[config.mk]
export PLATFORM = sky130hd
export DESIGN_NAME = mm_cdr_top
export DESIGN_NICKNAME = d
export VERILOG_FILES = /design/src/logic/cdr_pkg.sv /design/src/logic/cdr_loop_filter.sv /design/src/logic/cdr_snapshot.sv /design/src/logic/mm_cdr_top.sv /design/src/logic/mm_pd.sv
export SDC_FILE = /design/constraint.sdc
export NUM_CORES = 1
export LEC_CHECK = 0
export ABC_AREA = 1
export BUFFER_PORTS_ARGS = -buffer_cell sky130_fd_sc_hd__buf_2
export CAP_MARGIN = 20
export CORE_UTILIZATION = 25
export DETAILED_ROUTE_END_ITERATION = 16
export SYNTH_ARGS = -nofsm -noshare
export SYNTH_HDL_FRONTEND = slang
export SYNTH_SLANG_ARGS = --single-unit
[constraint.sdc]
create_clock -name clk -period 14.8 [get_ports clk]
set_input_delay 1.48 -clock clk [delete_from_list [all_inputs] [get_ports clk]]
set_output_delay 1.48 -clock clk [all_outputs]
set_load 0.01 [all_outputs]
[src/logic/cdr_pkg.sv]
package cdr_pkg;

    //////////////////////////////////////////////////////////////////////
    // widths
    //////////////////////////////////////////////////////////////////////

    // adc sample width and interleave factor
    localparam int n_adc = 8;
    localparam int n_ti  = 4;

    // phase interpolator control
    localparam int n_pi  = 9;
    localparam int n_out = 4;

    // fraction bits carried by the estimators
    localparam int est_shift = 4;
    localparam int est_width = n_adc + 2 + est_shift + 1;

    // phase detector output
    localparam int err_width = n_adc + 2;

    // pd sum before saturation, 4 terms plus offset
    localparam int pd_sum_width = err_width + 3;

    // settling period after reset
    localparam int wait_cycles  = 32;
    localparam int settle_width = $clog2(wait_cycles);

    //////////////////////////////////////////////////////////////////////
    // types
    //////////////////////////////////////////////////////////////////////

    typedef logic signed [n_adc-1:0] adc_sample_t;

    // one group of interleaved samples, index 0 is the oldest
    typedef adc_sample_t [n_ti-1:0] adc_group_t;

    typedef logic [n_pi-1:0] pi_word_t;
    typedef pi_word_t [n_out-1:0] pi_bus_t;

    // loop configuration
    typedef struct packed {
        logic [3:0]                   kp;
        logic [3:0]                   ki;
        logic [3:0]                   kr;
        logic                         invert;
        logic                         en_freq_est;
        logic                         en_ramp_est;
        logic                         en_clamp;
        logic [est_width-1:0]         clamp_amt;
        logic signed [err_width-1:0]  pd_offset;
        logic                         en_ext_pi_ctl;
        pi_word_t                     ext_pi_ctl;
    } cdr_cfg_t;

    // loop state as seen by the snapshot port
    typedef struct packed {
        pi_word_t             phase_est;
        logic [est_width-1:0] freq_est;
        logic [est_width-1:0] ramp_est;
    } cdr_state_t;

endpackage

[src/logic/cdr_loop_filter.sv]
`default_nettype none

module cdr_loop_filter import cdr_pkg::*; (
    input  wire logic                        clk,
    input  wire logic                        ext_rstb,
    input  wire logic signed [err_width-1:0] pd_err_i,
    input  wire logic                        ramp_clock_i,
    input  wire cdr_cfg_t                    cfg_i,
    output pi_bus_t                          pi_ctl_o,
    output logic                             freq_lvl_cross_o,
    output logic                             settled_o,
    output cdr_state_t                       state_o
);

    logic [settle_width-1:0] settle_cnt;
    logic                    ramp_clock_ff;
    logic                    ramp_clock_sync;

    logic signed [est_width-1:0] err_ext;
    logic signed [est_width-1:0] err_sel;

    logic signed [est_width-1:0] ramp_pls_q, ramp_pls_d;
    logic signed [est_width-1:0] ramp_neg_q, ramp_neg_d;
    logic signed [est_width-1:0] freq_q, freq_d, freq_upd, prev_freq_upd_q;
    logic signed [est_width:0]   freq_diff;

    logic signed [est_width-1:0] phase_q, phase_d, phase_upd, phase_clamped;
    logic signed [est_width:0]   phase_upd_w;
    logic signed [est_width:0]   clamp_max;
    logic signed [est_width:0]   clamp_min;

    pi_word_t pi_word_q;

    //////////////////////////////////////////////////////////////////////
    // settling counter and ramp clock sync
    //////////////////////////////////////////////////////////////////////

    always_ff @(posedge clk or negedge ext_rstb) begin
        if (!ext_rstb) begin
            settle_cnt      <= '0;
            settled_o       <= 1'b0;
            ramp_clock_ff   <= 1'b0;
            ramp_clock_sync <= 1'b0;
        end else begin
            if (settle_cnt != settle_width'(wait_cycles - 1)) begin
                settle_cnt <= settle_cnt + 1'b1;
            end
            settled_o       <= (settle_cnt == settle_width'(wait_cycles - 1));
            ramp_clock_ff   <= ramp_clock_i;
            ramp_clock_sync <= ramp_clock_ff;
        end
    end

    //////////////////////////////////////////////////////////////////////
    // accumulator updates
    //////////////////////////////////////////////////////////////////////

    always_comb begin
        // error is forced to zero until settled
        err_ext = pd_err_i;
        if (!settled_o) begin
            err_sel = '0;
        end else begin
            err_sel = cfg_i.invert ? -err_ext : err_ext;
        end

        // ramp halves, split by the raw ramp clock
        ramp_pls_d = ramp_pls_q + (ramp_clock_i ? (err_sel <<< cfg_i.kr) : '0);
        ramp_neg_d = ramp_neg_q + (ramp_clock_i ? '0 : (err_sel <<< cfg_i.kr));
        if (!cfg_i.en_ramp_est) begin
            ramp_pls_d = '0;
            ramp_neg_d = '0;
        end

        freq_upd  = (err_sel <<< cfg_i.ki) + (ramp_clock_sync ? ramp_pls_q : -ramp_neg_q);
        freq_d    = freq_q + (cfg_i.en_freq_est ? freq_upd : '0);
        freq_diff = freq_upd - prev_freq_upd_q;

        // proportional path plus frequency estimate
        phase_upd   = (err_sel <<< cfg_i.kp) + freq_q;
        phase_upd_w = phase_upd;
        clamp_max   = {1'b0, cfg_i.clamp_amt};
        clamp_min   = -clamp_max;

        phase_clamped = phase_upd;
        if (cfg_i.en_clamp) begin
            if (phase_upd_w > clamp_max) begin
                phase_clamped = clamp_max[est_width-1:0];
            end else if (phase_upd_w < clamp_min) begin
                phase_clamped = clamp_min[est_width-1:0];
            end
        end

        phase_d = phase_q + phase_clamped;
    end

    always_ff @(posedge clk or negedge ext_rstb) begin
        if (!ext_rstb) begin
            ramp_pls_q       <= '0;
            ramp_neg_q       <= '0;
            freq_q           <= '0;
            prev_freq_upd_q  <= '0;
            phase_q          <= '0;
            pi_word_q        <= '0;
            freq_lvl_cross_o <= 1'b0;
        end else begin
            ramp_pls_q       <= settled_o ? ramp_pls_d : '0;
            ramp_neg_q       <= settled_o ? ramp_neg_d : '0;
            freq_q           <= settled_o ? freq_d : '0;
            prev_freq_upd_q  <= settled_o ? freq_upd : '0;
            phase_q          <= settled_o ? phase_d : '0;
            // integer part of the phase, one cycle behind the accumulator
            pi_word_q        <= phase_q[est_shift +: n_pi];
            freq_lvl_cross_o <= (freq_diff > 0);
        end
    end

    //////////////////////////////////////////////////////////////////////
    // outputs
    //////////////////////////////////////////////////////////////////////

    always_comb begin
        for (int k = 0; k < n_out; k++) begin
            pi_ctl_o[k] = cfg_i.en_ext_pi_ctl ? cfg_i.ext_pi_ctl : pi_word_q;
        end
    end

    assign state_o.phase_est = pi_word_q;
    assign state_o.freq_est  = freq_q;
    assign state_o.ramp_est  = ramp_clock_sync ? ramp_pls_q : ramp_neg_q;

    // magnitude of a wrapped phase step
    function automatic logic [est_width:0] step_mag(input logic signed [est_width-1:0] v);
        logic signed [est_width:0] w;
        w = v;
        return (w < 0) ? -w : w;
    endfunction

    // nothing accumulates during settling
    a_hold_until_settled: assert property (
        @(posedge clk) disable iff (!ext_rstb)
        !settled_o |-> (phase_q == '0)
    );

    // the step taken by the phase accumulator respects the clamp
    a_clamp_bound: assert property (
        @(posedge clk) disable iff (!ext_rstb)
        (cfg_i.en_clamp && settled_o) |=>
            (step_mag(phase_q - $past(phase_q)) <= {1'b0, $past(cfg_i.clamp_amt)})
    );

endmodule

`default_nettype wire

[src/logic/cdr_snapshot.sv]
`default_nettype none

module cdr_snapshot import cdr_pkg::*; (
    input  wire logic       clk,
    input  wire logic       ext_rstb,
    input  wire cdr_state_t state_i,
    input  wire logic       snap_req_i,
    output logic            snap_ack_o,
    output cdr_state_t      snap_state_o
);

    typedef enum logic [1:0] {
        SNAP_IDLE,
        SNAP_ACK,
        SNAP_RELEASE
    } snap_fsm_t;

    snap_fsm_t fsm_q;
    logic      capture;

    // take a copy only when a fresh request is seen in idle
    assign capture = (fsm_q == SNAP_IDLE) && snap_req_i;

    always_ff @(posedge clk or negedge ext_rstb) begin
        if (!ext_rstb) begin
            fsm_q      <= SNAP_IDLE;
            snap_ack_o <= 1'b0;
        end else begin
            case (fsm_q)
                SNAP_IDLE: begin
                    if (snap_req_i) begin
                        fsm_q      <= SNAP_ACK;
                        snap_ack_o <= 1'b1;
                    end
                end
                SNAP_ACK: begin
                    // hold ack until the requester lets go
                    if (!snap_req_i) begin
                        fsm_q      <= SNAP_RELEASE;
                        snap_ack_o <= 1'b0;
                    end
                end
                default: begin
                    fsm_q <= SNAP_IDLE;
                end
            endcase
        end
    end

    always_ff @(posedge clk) begin
        if (capture) begin
            snap_state_o <= state_i;
        end
    end

    a_ack_needs_req: assert property (
        @(posedge clk) disable iff (!ext_rstb)
        $rose(snap_ack_o) |-> $past(snap_req_i)
    );

    a_copy_frozen: assert property (
        @(posedge clk) disable iff (!ext_rstb)
        snap_ack_o |=> $stable(snap_state_o)
    );

endmodule

`default_nettype wire

[src/logic/mm_cdr_top.sv]
`default_nettype none

module mm_cdr_top import cdr_pkg::*; (
    input  wire logic       clk,
    input  wire logic       ext_rstb,
    input  wire adc_group_t din_i,
    input  wire logic       ramp_clock_i,
    input  wire cdr_cfg_t   cfg_i,
    input  wire logic       snap_req_i,
    output pi_bus_t         pi_ctl_o,
    output logic            freq_lvl_cross_o,
    output logic            settled_o,
    output logic            snap_ack_o,
    output cdr_state_t      snap_state_o
);

    logic signed [err_width-1:0] pd_err;
    cdr_state_t                  loop_state;

    // phase detector
    mm_pd u_mm_pd (
        .clk         (clk),
        .ext_rstb    (ext_rstb),
        .din_i       (din_i),
        .pd_offset_i (cfg_i.pd_offset),
        .pd_err_o    (pd_err)
    );

    // second order loop filter
    cdr_loop_filter u_loop_filter (
        .clk              (clk),
        .ext_rstb         (ext_rstb),
        .pd_err_i         (pd_err),
        .ramp_clock_i     (ramp_clock_i),
        .cfg_i            (cfg_i),
        .pi_ctl_o         (pi_ctl_o),
        .freq_lvl_cross_o (freq_lvl_cross_o),
        .settled_o        (settled_o),
        .state_o          (loop_state)
    );

    // state readback
    cdr_snapshot u_snapshot (
        .clk          (clk),
        .ext_rstb     (ext_rstb),
        .state_i      (loop_state),
        .snap_req_i   (snap_req_i),
        .snap_ack_o   (snap_ack_o),
        .snap_state_o (snap_state_o)
    );

endmodule

`default_nettype wire

[src/logic/mm_pd.sv]
`default_nettype none

module mm_pd import cdr_pkg::*; (
    input  wire logic                        clk,
    input  wire logic                        ext_rstb,
    input  wire adc_group_t                  din_i,
    input  wire logic signed [err_width-1:0] pd_offset_i,
    output logic signed [err_width-1:0]      pd_err_o
);

    // mm term: cur * sgn(prev) - prev * sgn(cur)
    function automatic logic signed [n_adc+1:0] mm_term(
        input adc_sample_t cur,
        input adc_sample_t prev
    );
        logic signed [n_adc+1:0] c_ext;
        logic signed [n_adc+1:0] p_ext;
        c_ext = cur;
        p_ext = prev;
        return (prev[n_adc-1] ? -c_ext : c_ext) - (cur[n_adc-1] ? -p_ext : p_ext);
    endfunction

    adc_sample_t                    last_q;
    adc_group_t                     prev_grp;
    logic signed [pd_sum_width-1:0] sum;
    logic signed [err_width-1:0]    sat;

    always_comb begin
        // previous neighbour of each sample, wrapping to the last group
        prev_grp = {din_i[n_ti-2:0], last_q};

        sum = pd_offset_i;
        for (int i = 0; i < n_ti; i++) begin
            sum = sum + mm_term(din_i[i], prev_grp[i]);
        end

        // saturate when the upper bits are not a pure sign extension
        if ((&sum[pd_sum_width-1:err_width-1]) || !(|sum[pd_sum_width-1:err_width-1])) begin
            sat = sum[err_width-1:0];
        end else if (sum[pd_sum_width-1]) begin
            sat = {1'b1, {(err_width-1){1'b0}}};
        end else begin
            sat = {1'b0, {(err_width-1){1'b1}}};
        end
    end

    always_ff @(posedge clk or negedge ext_rstb) begin
        if (!ext_rstb) begin
            pd_err_o <= '0;
            last_q   <= '0;
        end else begin
            pd_err_o <= sat;
            last_q   <= din_i[n_ti-1];
        end
    end

endmodule

`default_nettype wire

==> results of run 1 <==
## cell families after synthesis
kind of cell               count (synthesis)
AOI/OAI and AO/OA                        530
adders and majority gates                228
DFF                                      151
and+or+nand+nor                          977
xor gates and xnor gates                 122
buffers and inverters                    464
muxes                                     13
## through the flow
stage	util	power, µW	area [µm²]
after floorplan	-	3760	17200
after global placement	0.277	4470	18700
after detailed placement	0.277	4500	18700
after CTS	0.286	4990	19400
after global routing	0.287	5610	19400
final	0.287	4960	19400
## cell usage in the layout, fill, tap and decap left out, types with 8 or more instances in the layout
cell and count:
o31ai_1 9, clkbuf_16 18, o21ai_0 226, mux2_2 9
dfrtp_1 112, xnor2_1 46, edfxtp_1 39, o21a_1 9
nand3_2 8, fa_1 35, o21ai_1 13, nand3_1 103
xor2_1 74, o21bai_1 17, nor2_1 227, nand2_2 11
inv_1 376, buf_2 163, or2_2 11, nor3_1 42
ha_1 193, nand2_1 527, a31oi_1 11, o211ai_1 16
a21o_1 8, a21oi_1 186, nand4_1 16
## cell usage after synthesis (5+ instances only)
cell type,n,area share
a31oi_1,11,0.0040
clkinv_1,5,0.0011
nor2_2,7,0.0025
o21ai_0,226,0.066
ha_1,193,0.14
nand2_1,527,0.11
clkbuf_1,44,0.0096
o22ai_1,6,0.0022
o211ai_1,16,0.0070
xnor2_1,46,0.023
inv_1,376,0.082
o31ai_1,9,0.0039
o21bai_1,17,0.0074
mux2_2,9,0.0059
nor2_1,228,0.050
or2_2,11,0.0040
buf_4,27,0.012
o21a_1,9,0.0039
nand3_2,8,0.0046
dfrtp_1,112,0.16
a21oi_1,186,0.054
nand3_1,103,0.030
o21ai_1,13,0.0038
fa_1,35,0.041
edfxtp_1,39,0.068
o221ai_1,5,0.0025
a21o_1,8,0.0035
xor2_1,74,0.038
nor3_1,42,0.012
nand4_1,16,0.0058
nand2_2,11,0.0040
## metal layers
| metal | GRT usage | up-vias |
|---|---|---|
| li1 | - | 8369 |
| met1 | 0.177 | 7044 |
| met2 | 0.216 | 377 |
| met3 | 0.0276 | 55 |
| met4 | 0.0357 | 8 |
| met5 | 0 | - |
## state kept, by name, summed over array words and instances, names as in the netlist
register and flops:
u_loop_filter.ramp_neg_q 15, u_snapshot.fsm_q 2, u_mm_pd.pd_err_o 10, u_mm_pd.last_q 8, u_loop_filter.prev_freq_upd_q 15, u_loop_filter.ramp_clock_sync 1
u_snapshot.snap_ack_o 1, u_loop_filter.settled_o 1, u_loop_filter.settle_cnt 5, u_loop_filter.ramp_pls_q 15, u_snapshot.snap_state_o 39, u_loop_filter.ramp_clock_ff 1
u_loop_filter.phase_q 13, u_loop_filter.freq_q 15, u_loop_filter.freq_lvl_cross_o 1, u_loop_filter.pi_word_q 9
## final cells by class
type | count | area share
diodes | 1 | 0.000129
clock buffers | 18 | 0.0232
clock inverters | 14 | 0.00923
inverters | 384 | 0.0743
multi-input cells | 1870 | 0.588
flip-flops and latches | 151 | 0.205
well taps | 873 | 0.0563
repair buffers | 167 | 0.0443
## worst register-to-register path, delay by kind of cell, from the launching register on
family	cells	cell delay, ns
fa+ha+maj	4	1.20
buf+inv	7	0.71
compound gates	9	1.40
flops	1	0.34
simple gates	26	3.07
mux	1	0.12
xor+xnor	2	0.36
## power by group
part	internal (µW)	leakage [µW]	switching, µW	total, µW
clock	252	0.000305	217	470
sequential	597	0.00172	92.7	690
combinational	1430	0.00782	2360	3800
## path summary, 6_finish.rpt
path	end	slack, ns	cells past startpoint
max	u_loop_filter.phase_q[12]$_DFF_PN0_	7.03	50
min	u_loop_filter.ramp_clock_sync$_DFF_PN0_	0.35	0
max reg2reg	u_loop_filter.phase_q[12]$_DFF_PN0_	7.49	49
min reg2reg	u_loop_filter.ramp_clock_sync$_DFF_PN0_	0.35	0
max in group asynchronous	u_loop_filter.settled_o$_DFF_PN0_	12.43	2
min in group asynchronous	u_loop_filter.prev_freq_upd_q[0]$_DFF_PN0_	1.07	1
==> reports/metrics.csv, run 1 <==
stage,metric,value,unit
run,max-cap violations,0,
synthesis,Synth Area in Compound Gates,0.171,
sta,fin. max-slew vios,0,
synthesis,sequential area share after synthesis,0.231,
drt,Total Wirelength,45600,µm
synthesis,Adder-Cell Fraction of Synth Area,0.181,
pwr,Lkg Pwr,0.00984,µW
sta,Achievable Freq,129,MHz
sta,minimum clock period,7.77,ns
critical_path,Critical Path Sink Type,register,
critical_path,critical path launch point type,input port,
sta,Final Cycle Share,0.525,
place,Routability Congestion,0.896,
sta,setup TNS,0,ns
floorplan,Core ar.,67600,µm²
place,post-detailed-placement half-perimeter wirelength,37900,µm
sta,# setup viols final,0,
critical_path,CP startpoint,cfg_i[38],
sta,post-route setup slack,7.03,ns
synthesis,largest family of logic cells by synthesized area,simple AND/OR/NAND/NOR gates,
critical_path,Critical Path AT,8.14,ns
clock_tree,Longest Clk Path Bufs,2,
grt,pin count of the biggest net entering global routing,60,
synthesis,Synth Warn #,0,
critical_path,required time of the critical path,15.17,ns
sta,worst slew pin tran,0.973,ns
drt,wire length per cell,13.1,µm
drt,drt first-iter violations,1034,
grt,initial antenna violation count,9,
synthesis,Synth Area in Simple Gates,0.238,
critical_path,most frequent CP cell,nand2_1,
finish,Multi-input gate area,11400,µm²
floorplan,die area,70000,µm²
synthesis,Mapped Area,17200,µm²
synthesis,#FFs+latches synth,151,
grt,first-pass GRT wire length,74200,µm
synthesis,number of synthesized flops with an enable pin,39,
finish,nets,2906,
sta,final hold slack,0.351,ns
clock_tree,post-CTS resize count,0,
grt,vias in the first global route,14754,
critical_path,slowest CP cell,or4_1,
drt,Avg Vias per Cell,4.56,
synthesis,Post-Syn Area per Cell,6.93,µm²
status,status,"finished, final reports clean",
finish,layout overhead on the synthesized area,12.5,%
drt,Post-route DRC,0,
critical_path,CP Buf/Inv Count,7,
floorplan,Starting Density,0.255,
synthesis,cell count after synthesis,2485,
place,dpl ws,6.66,ns
drt,via count,15853,
synthesis,Netlist cell types,58,
drt,DR top layer,met5,
grt,GRT overflow,0,
floorplan,FP Rows,95,
worst_hold_path,Hold Path Class,reg2reg,
finish,fillcell total,7388,
clock_tree,postcts setup bufs,0,
sta,slew margin rel.,0.351,
drt,WL met1,21800,µm
critical_path,Reg2Reg Launch Point,u_loop_filter.settled_o$_DFF_PN0_,
synthesis,Syn Nets,2800,
synthesis,mux cell area share after synthesis,0.00821,
finish,FF+latch area,3970,µm²
clock_tree,hold buffers post-CTS,0,
clock_tree,"Reg clk slew, reported paths",0.08,ns
drt,routed wl met2,20400,µm
finish,layout cells sized above 1,0.102,
floorplan,die height,265,µm
floorplan,Die W,265,µm
clock_tree,worst skew pair latency,0.47,ns
critical_path,"CP delay by family, top",simple AND/OR/NAND/NOR gates,
synthesis,"FFs w/ async S/R, synth",0.742,
sta,RSZ-0062 raised after global routing,false,
grt,GRT Total Usage,0.133,
clock_tree,CTS tree,yes,
pwr,Peak VDD IR,0.000297,V
clock_tree,TritonCTS Buffers,17,
sta,clk_skew,0.0176,ns
synthesis,post-synthesis xor/xnor area fraction,0.0629,
drt,ANT nets after route,0,
clock_tree,Root Buffer,clkbuf_16,
finish,Post-Layout Cell Count,3478,
critical_path,Critical Path Fanout Max,24,
critical_path,critical path class,in2reg,
critical_path,CP max stage delay,0.59,ns
drt,metal3 WL,2520,µm
clock_tree,H-tree level count,4,
floorplan,I/O pins,165,
worst_hold_path,Hold Path Origin,u_loop_filter.ramp_clock_ff$_DFF_PN0_,
place,Post-Place Cells,3444,
drt,DR pass1 iterations,5,
place,PortBufs,164,
synthesis,Main synth FF type,dfrtp_1,
pwr,PD cells,256,nW/µm²
sta,final hold vios,0,
clock_tree,CTS Sinks,151,
(Power assumes the default switching activity.)
==> inputs of run 2 (changes only) <==
clock period = 7.8 ns   (was 14.8 ns; I/O delays follow)
==> reports/metrics.csv, run 2 (synthesis results as in run 1) <==
stage,metric,value,unit
clock_tree,worst skew pair latency,0.48,ns
clock_tree,H-tree level count,4,
clock_tree,"Reg clk slew, reported paths",0.08,ns
clock_tree,Longest Clk Path Bufs,2,
drt,drt first-iter violations,793,
sta,fin. max-slew vios,0,
critical_path,required time of the critical path,8.17,ns
clock_tree,Root Buffer,clkbuf_16,
place,PortBufs,164,
finish,nets,2921,
sta,final hold vios,0,
critical_path,slowest CP cell,or4_1,
run,max-cap violations,0,
pwr,PD cells,487,nW/µm²
clock_tree,TritonCTS Buffers,17,
grt,GRT overflow,0,
place,post-detailed-placement half-perimeter wirelength,38200,µm
drt,Avg Vias per Cell,4.57,
floorplan,die height,265,µm
finish,Multi-input gate area,11400,µm²
sta,slew margin rel.,0.303,
place,Routability Congestion,0.895,
grt,first-pass GRT wire length,73600,µm
finish,layout overhead on the synthesized area,13.2,%
place,dpl ws,0.324,ns
clock_tree,hold buffers post-CTS,0,
drt,Total Wirelength,45800,µm
finish,layout cells sized above 1,0.110,
critical_path,Critical Path Fanout Max,12,
drt,Post-route DRC,0,
floorplan,die area,70000,µm²
grt,vias in the first global route,14782,
clock_tree,CTS tree,yes,
finish,"most common cell after layout, fill and taps aside",nand2_1,
grt,initial antenna violation count,8,
finish,fin area,19500,µm²
floorplan,Core ar.,67600,µm²
floorplan,Die W,265,µm
finish,Top reg by flops,u_snapshot.snap_state_o,
sta,minimum clock period,7.02,ns
drt,DR pass1 iterations,7,
finish,FF+latch area,3970,µm²
sta,# setup viols final,0,
floorplan,Starting Density,0.255,
sta,Final Cycle Share,0.901,
pwr,Peak VDD IR,0.000532,V
critical_path,CP max stage delay,0.46,ns
finish,fillcell total,7414,
sta,Achievable Freq,142,MHz
critical_path,critical path launch point type,register,
pwr,Lkg Pwr,0.00990,µW
critical_path,critical path class,reg2reg,
drt,wire length per cell,13.1,µm
critical_path,most frequent CP cell,nand2_1,
sta,clk_skew,0.0125,ns
sta,post-route setup slack,0.776,ns
place,"Cell Area, Placed",18800,µm²
finish,"commonest cells after routing, fill and taps aside","526 x nand2_1, 376 x inv_1, 226 x nor2_1, 221 x o21ai_0, 192 x ha_1",
critical_path,Critical Path AT,7.40,ns
grt,GRT Total Usage,0.132,
floorplan,FP Rows,95,
critical_path,Critical Path Sink Type,register,
clock_tree,CTS Sinks,151,
worst_hold_path,Hold Path Class,reg2reg,
drt,ANT nets after route,0,
status,status,"finished, final reports clean",
grt,pin count of the biggest net entering global routing,58,
finish,max reg flops,39,
sta,worst slew pin tran,1.04,ns
drt,via count,15961,
floorplan,I/O pins,165,
## run 2: area by class of cell
| type | instances | area share |
|---|---|---|
| inverter | 384 | 0.0739 |
| timing repair buffer | 181 | 0.0494 |
| clock inverter | 13 | 0.00654 |
| multi-input combinational | 1871 | 0.587 |
| tap | 873 | 0.0560 |
| antenna | 3 | 0.000385 |
| sequential | 151 | 0.204 |
| clock buffer | 19 | 0.0233 |
## run 2: where the power goes
part	leakage, µW	total, µW	internal (µW)	switching, µW
clock	0.000282	842	440	402
combinational	0.00790	7350	2840	4510
sequential	0.00172	1310	1130	175
## run 2: layer usage
layer / vias up / wire length [µm] / global-route usage
li1: 8386 / - / -
met1: 7188 / 22000 / 0.173
met2: 331 / 21000 / 0.222
met3: 46 / 2270 / 0.0233
met4: 10 / 595 / 0.0355
met5: - / 57 / 0
## run 2: what timing repair did
action | CTS | global route
setup endpoints to repair | 0 | 2
setup buffers | 0 | 5
resized for setup | 0 | 16
## run 2: final timing paths
kind,startpoint,slack (ns),cells past startpoint,to
min in group asynchronous,ext_rstb,0.37,1,u_snapshot.fsm_q[0]$_DFFE_PN0P_
min,u_loop_filter.ramp_clock_ff$_DFF_PN0_,0.35,0,u_loop_filter.ramp_clock_sync$_DFF_PN0_
max reg2reg,u_mm_pd.pd_err_o[0]$_DFF_PN0_,0.78,52,u_loop_filter.phase_q[12]$_DFF_PN0_
max,u_mm_pd.pd_err_o[0]$_DFF_PN0_,0.78,52,u_loop_filter.phase_q[12]$_DFF_PN0_
min reg2reg,u_loop_filter.ramp_clock_ff$_DFF_PN0_,0.35,0,u_loop_filter.ramp_clock_sync$_DFF_PN0_
max in group asynchronous,ext_rstb,6.14,2,u_loop_filter.settle_cnt[2]$_DFFE_PN0N_
## run 2: metrics by stage
| step | setup TNS (ns) | power [µW] | util | std cells | hold WS, ns |
|---|---|---|---|---|---|
| after floorplan | 0 | 7130 | - | 2485 | 0.331 |
| after global placement | 0 | 8490 | 0.278 | 3453 | 0.334 |
| after detailed placement | 0 | 8540 | 0.278 | 3453 | 0.336 |
| after CTS | 0 | 9430 | 0.287 | 3485 | 0.351 |
| after global routing | -0.0230 | 10800 | 0.288 | 3492 | 0.363 |
| final | 0 | 9500 | 0.288 | 3495 | 0.349 |
## run 2: worst max-delay path: cells and delay by family, from the launching register on
kind	cells	cell delay, ns
buf+inv	7	0.50
xor+xnor	2	0.32
simple gates	28	2.89
compound gates	10	1.45
fa+ha+maj	5	1.41
flops	1	0.39
==> inputs of run 3 (changes only) <==
PLACE_DENSITY = 0.36   (was not set)
clock period = 7.2 ns   (was 7.8 ns; I/O delays follow)
==> reports/metrics.csv, run 3 (synthesis results as in run 1) <==
stage,metric,value,unit
place,dpl ws,-0.0200,ns
finish,nets,2987,
sta,Final Cycle Share,0.926,
critical_path,CP max stage delay,0.56,ns
pwr,P_sw,6000,µW
sta,Achievable Freq,150,MHz
critical_path,Critical Path Sink Type,register,
worst_hold_path,Hold Path Class,in2async,
status,status,"finished, final reports clean",
sta,post-route setup slack,0.535,ns
drt,Post-route DRC,0,
sta,fin. max-slew vios,0,
finish,layout overhead on the synthesized area,17.2,%
pwr,Flop pwr share,0.127,
clock_tree,hold buffers post-CTS,0,
finish,"most common cell after layout, fill and taps aside",nand2_1,
floorplan,Starting Density,0.255,
sta,final hold vios,0,
pwr,Lkg Pwr,0.0102,µW
pwr,clock share of power,0.080,
clock_tree,"Reg clk slew, reported paths",0.07,ns
clock_tree,Root Buffer,clkbuf_16,
run,max-cap violations,0,
place,Post-Place Cells,3519,
drt,via count,16275,
floorplan,I/O pins,165,
grt,pin count of the biggest net entering global routing,61,
drt,ANT nets after route,0,
sta,clk_skew,0.0203,ns
drt,Avg Vias per Cell,4.57,
clock_tree,worst skew pair latency,0.49,ns
pwr,Internal,5470,µW
drt,wire length per cell,15.4,µm
critical_path,Critical Path Fanout Max,11,
finish,layout cells sized above 1,0.145,
pwr,Comb power frac,0.793,
place,Routability Congestion,0.850,
sta,worst slew pin tran,1.03,ns
sta,final hold slack,0.244,ns
clock_tree,Longest Clk Path Bufs,2,
sta,# setup viols final,0,
floorplan,FP Rows,95,
grt,initial antenna violation count,6,
drt,drt first-iter violations,779,
drt,DR pass1 iterations,7,
clock_tree,TritonCTS Buffers,17,
critical_path,critical path class,reg2reg,
pwr,switching share of power,0.523,
critical_path,slowest CP cell,or4_4,
grt,GRT Total Usage,0.158,
floorplan,die height,265,µm
pwr,PD cells,568,nW/µm²
critical_path,most frequent CP cell,nand2_1,
clock_tree,H-tree level count,4,
finish,Top reg by flops,u_snapshot.snap_state_o,
critical_path,Critical Path AT,7.04,ns
critical_path,Reg2Reg Depth,46,
grt,first-pass GRT wire length,85500,µm
finish,Post-Layout Cell Count,3559,
grt,GRT overflow,0,
clock_tree,CTS Sinks,151,
floorplan,die area,70000,µm²
sta,setup TNS,0,ns
grt,vias in the first global route,15785,
drt,Total Wirelength,54900,µm
pwr,Peak VDD IR,0.000363,V
sta,slew margin rel.,0.316,
finish,"commonest cells after routing, fill and taps aside","520 x nand2_1, 374 x inv_1, 224 x nor2_1, 212 x o21ai_0, 185 x ha_1",
place,post-detailed-placement half-perimeter wirelength,45900,µm
critical_path,required time of the critical path,7.57,ns
floorplan,Core ar.,67600,µm²
place,PortBufs,164,
finish,fillcell total,7447,
sta,minimum clock period,6.67,ns
pwr,Power Total,11500,µW
critical_path,critical path launch point type,register,
floorplan,Die W,265,µm
finish,max reg flops,39,
clock_tree,CTS tree,yes,
==> run 3: cell count changes in the layout (fill, tap and decap cells not counted), sizes merged <==
cell | before | now
buf | 181 | 248
bufinv | 0 | 1
clkbuf | 19 | 20
diode | 3 | 1
inv | 386 | 384
nand2 | 541 | 540
==> run 3: per-layer routing <==
metal | track usage | vias to the layer above | wire length, µm
met5 | 0 | - | 80
met1 | 0.199 | 7454 | 25700
met3 | 0.0255 | 59 | 1660
met2 | 0.276 | 225 | 26500
met4 | 0.0442 | 12 | 916
li1 | - | 8525 | -
==> run 3: through the flow <==
| stage | instance area, µm² | utilization |
|---|---|---|
| global placement | 19300 | 0.286 |
| floorplan | 17200 | - |
| CTS | 19900 | 0.294 |
| detailed placement | 19300 | 0.286 |
| finish | 20200 | 0.299 |
| global route | 20200 | 0.299 |
==> run 3: final cells by class <==
class,instances,area [µm²],share of cell area
clock buffer,20,447,0.0221
timing repair buffer,248,1480,0.0733
tap,873,1090,0.0541
multi-input combinational,1870,11600,0.576
sequential,151,3980,0.197
inverter,384,1440,0.0714
clock inverter,12,120,0.00595
antenna,1,2.50,0.000124
==> run 3: worst paths after layout <==
path	startpoint	end	slack, ns
worst max-delay path	u_mm_pd.pd_err_o[0]$_DFF_PN0_	u_loop_filter.phase_q[11]$_DFF_PN0_	0.53
worst min-delay path	ext_rstb	u_loop_filter.ramp_pls_q[1]$_DFF_PN0_	0.24
worst max register to register	u_mm_pd.pd_err_o[0]$_DFF_PN0_	u_loop_filter.phase_q[11]$_DFF_PN0_	0.53
worst min register to register	u_loop_filter.ramp_clock_ff$_DFF_PN0_	u_loop_filter.ramp_clock_sync$_DFF_PN0_	0.35
max in group asynchronous	ext_rstb	u_loop_filter.phase_q[3]$_DFF_PN0_	5.77
min in group clk	u_loop_filter.ramp_clock_ff$_DFF_PN0_	u_loop_filter.ramp_clock_sync$_DFF_PN0_	0.35
==> run 3: repair_timing <==
action | in CTS | in global routing
setup buffers | 0 | 7
resized for setup | 0 | 71
setup endpoints to repair | 0 | 4
==> run 3: worst max-delay path: cells and delay by family, from the launching register on <==
| family | cells | cell delay (ns) |
|---|---|---|
| compound gates | 18 | 2.31 |
| xor+xnor | 1 | 0.15 |
| fa+ha+maj | 4 | 1.20 |
| buf+inv | 6 | 0.44 |
| flops | 1 | 0.38 |
| simple gates | 17 | 2.10 |
==> run 3: power by group through the flow <==
stage               clock (µW)  combinational (µW)  sequential (µW)
detailed placement           0                8980             1470
global placement             0                8960             1470
CTS                        971                9020             1450
floorplan                    0                6360             1370
global route               998               10400             1480
finish                     923                9090             1450
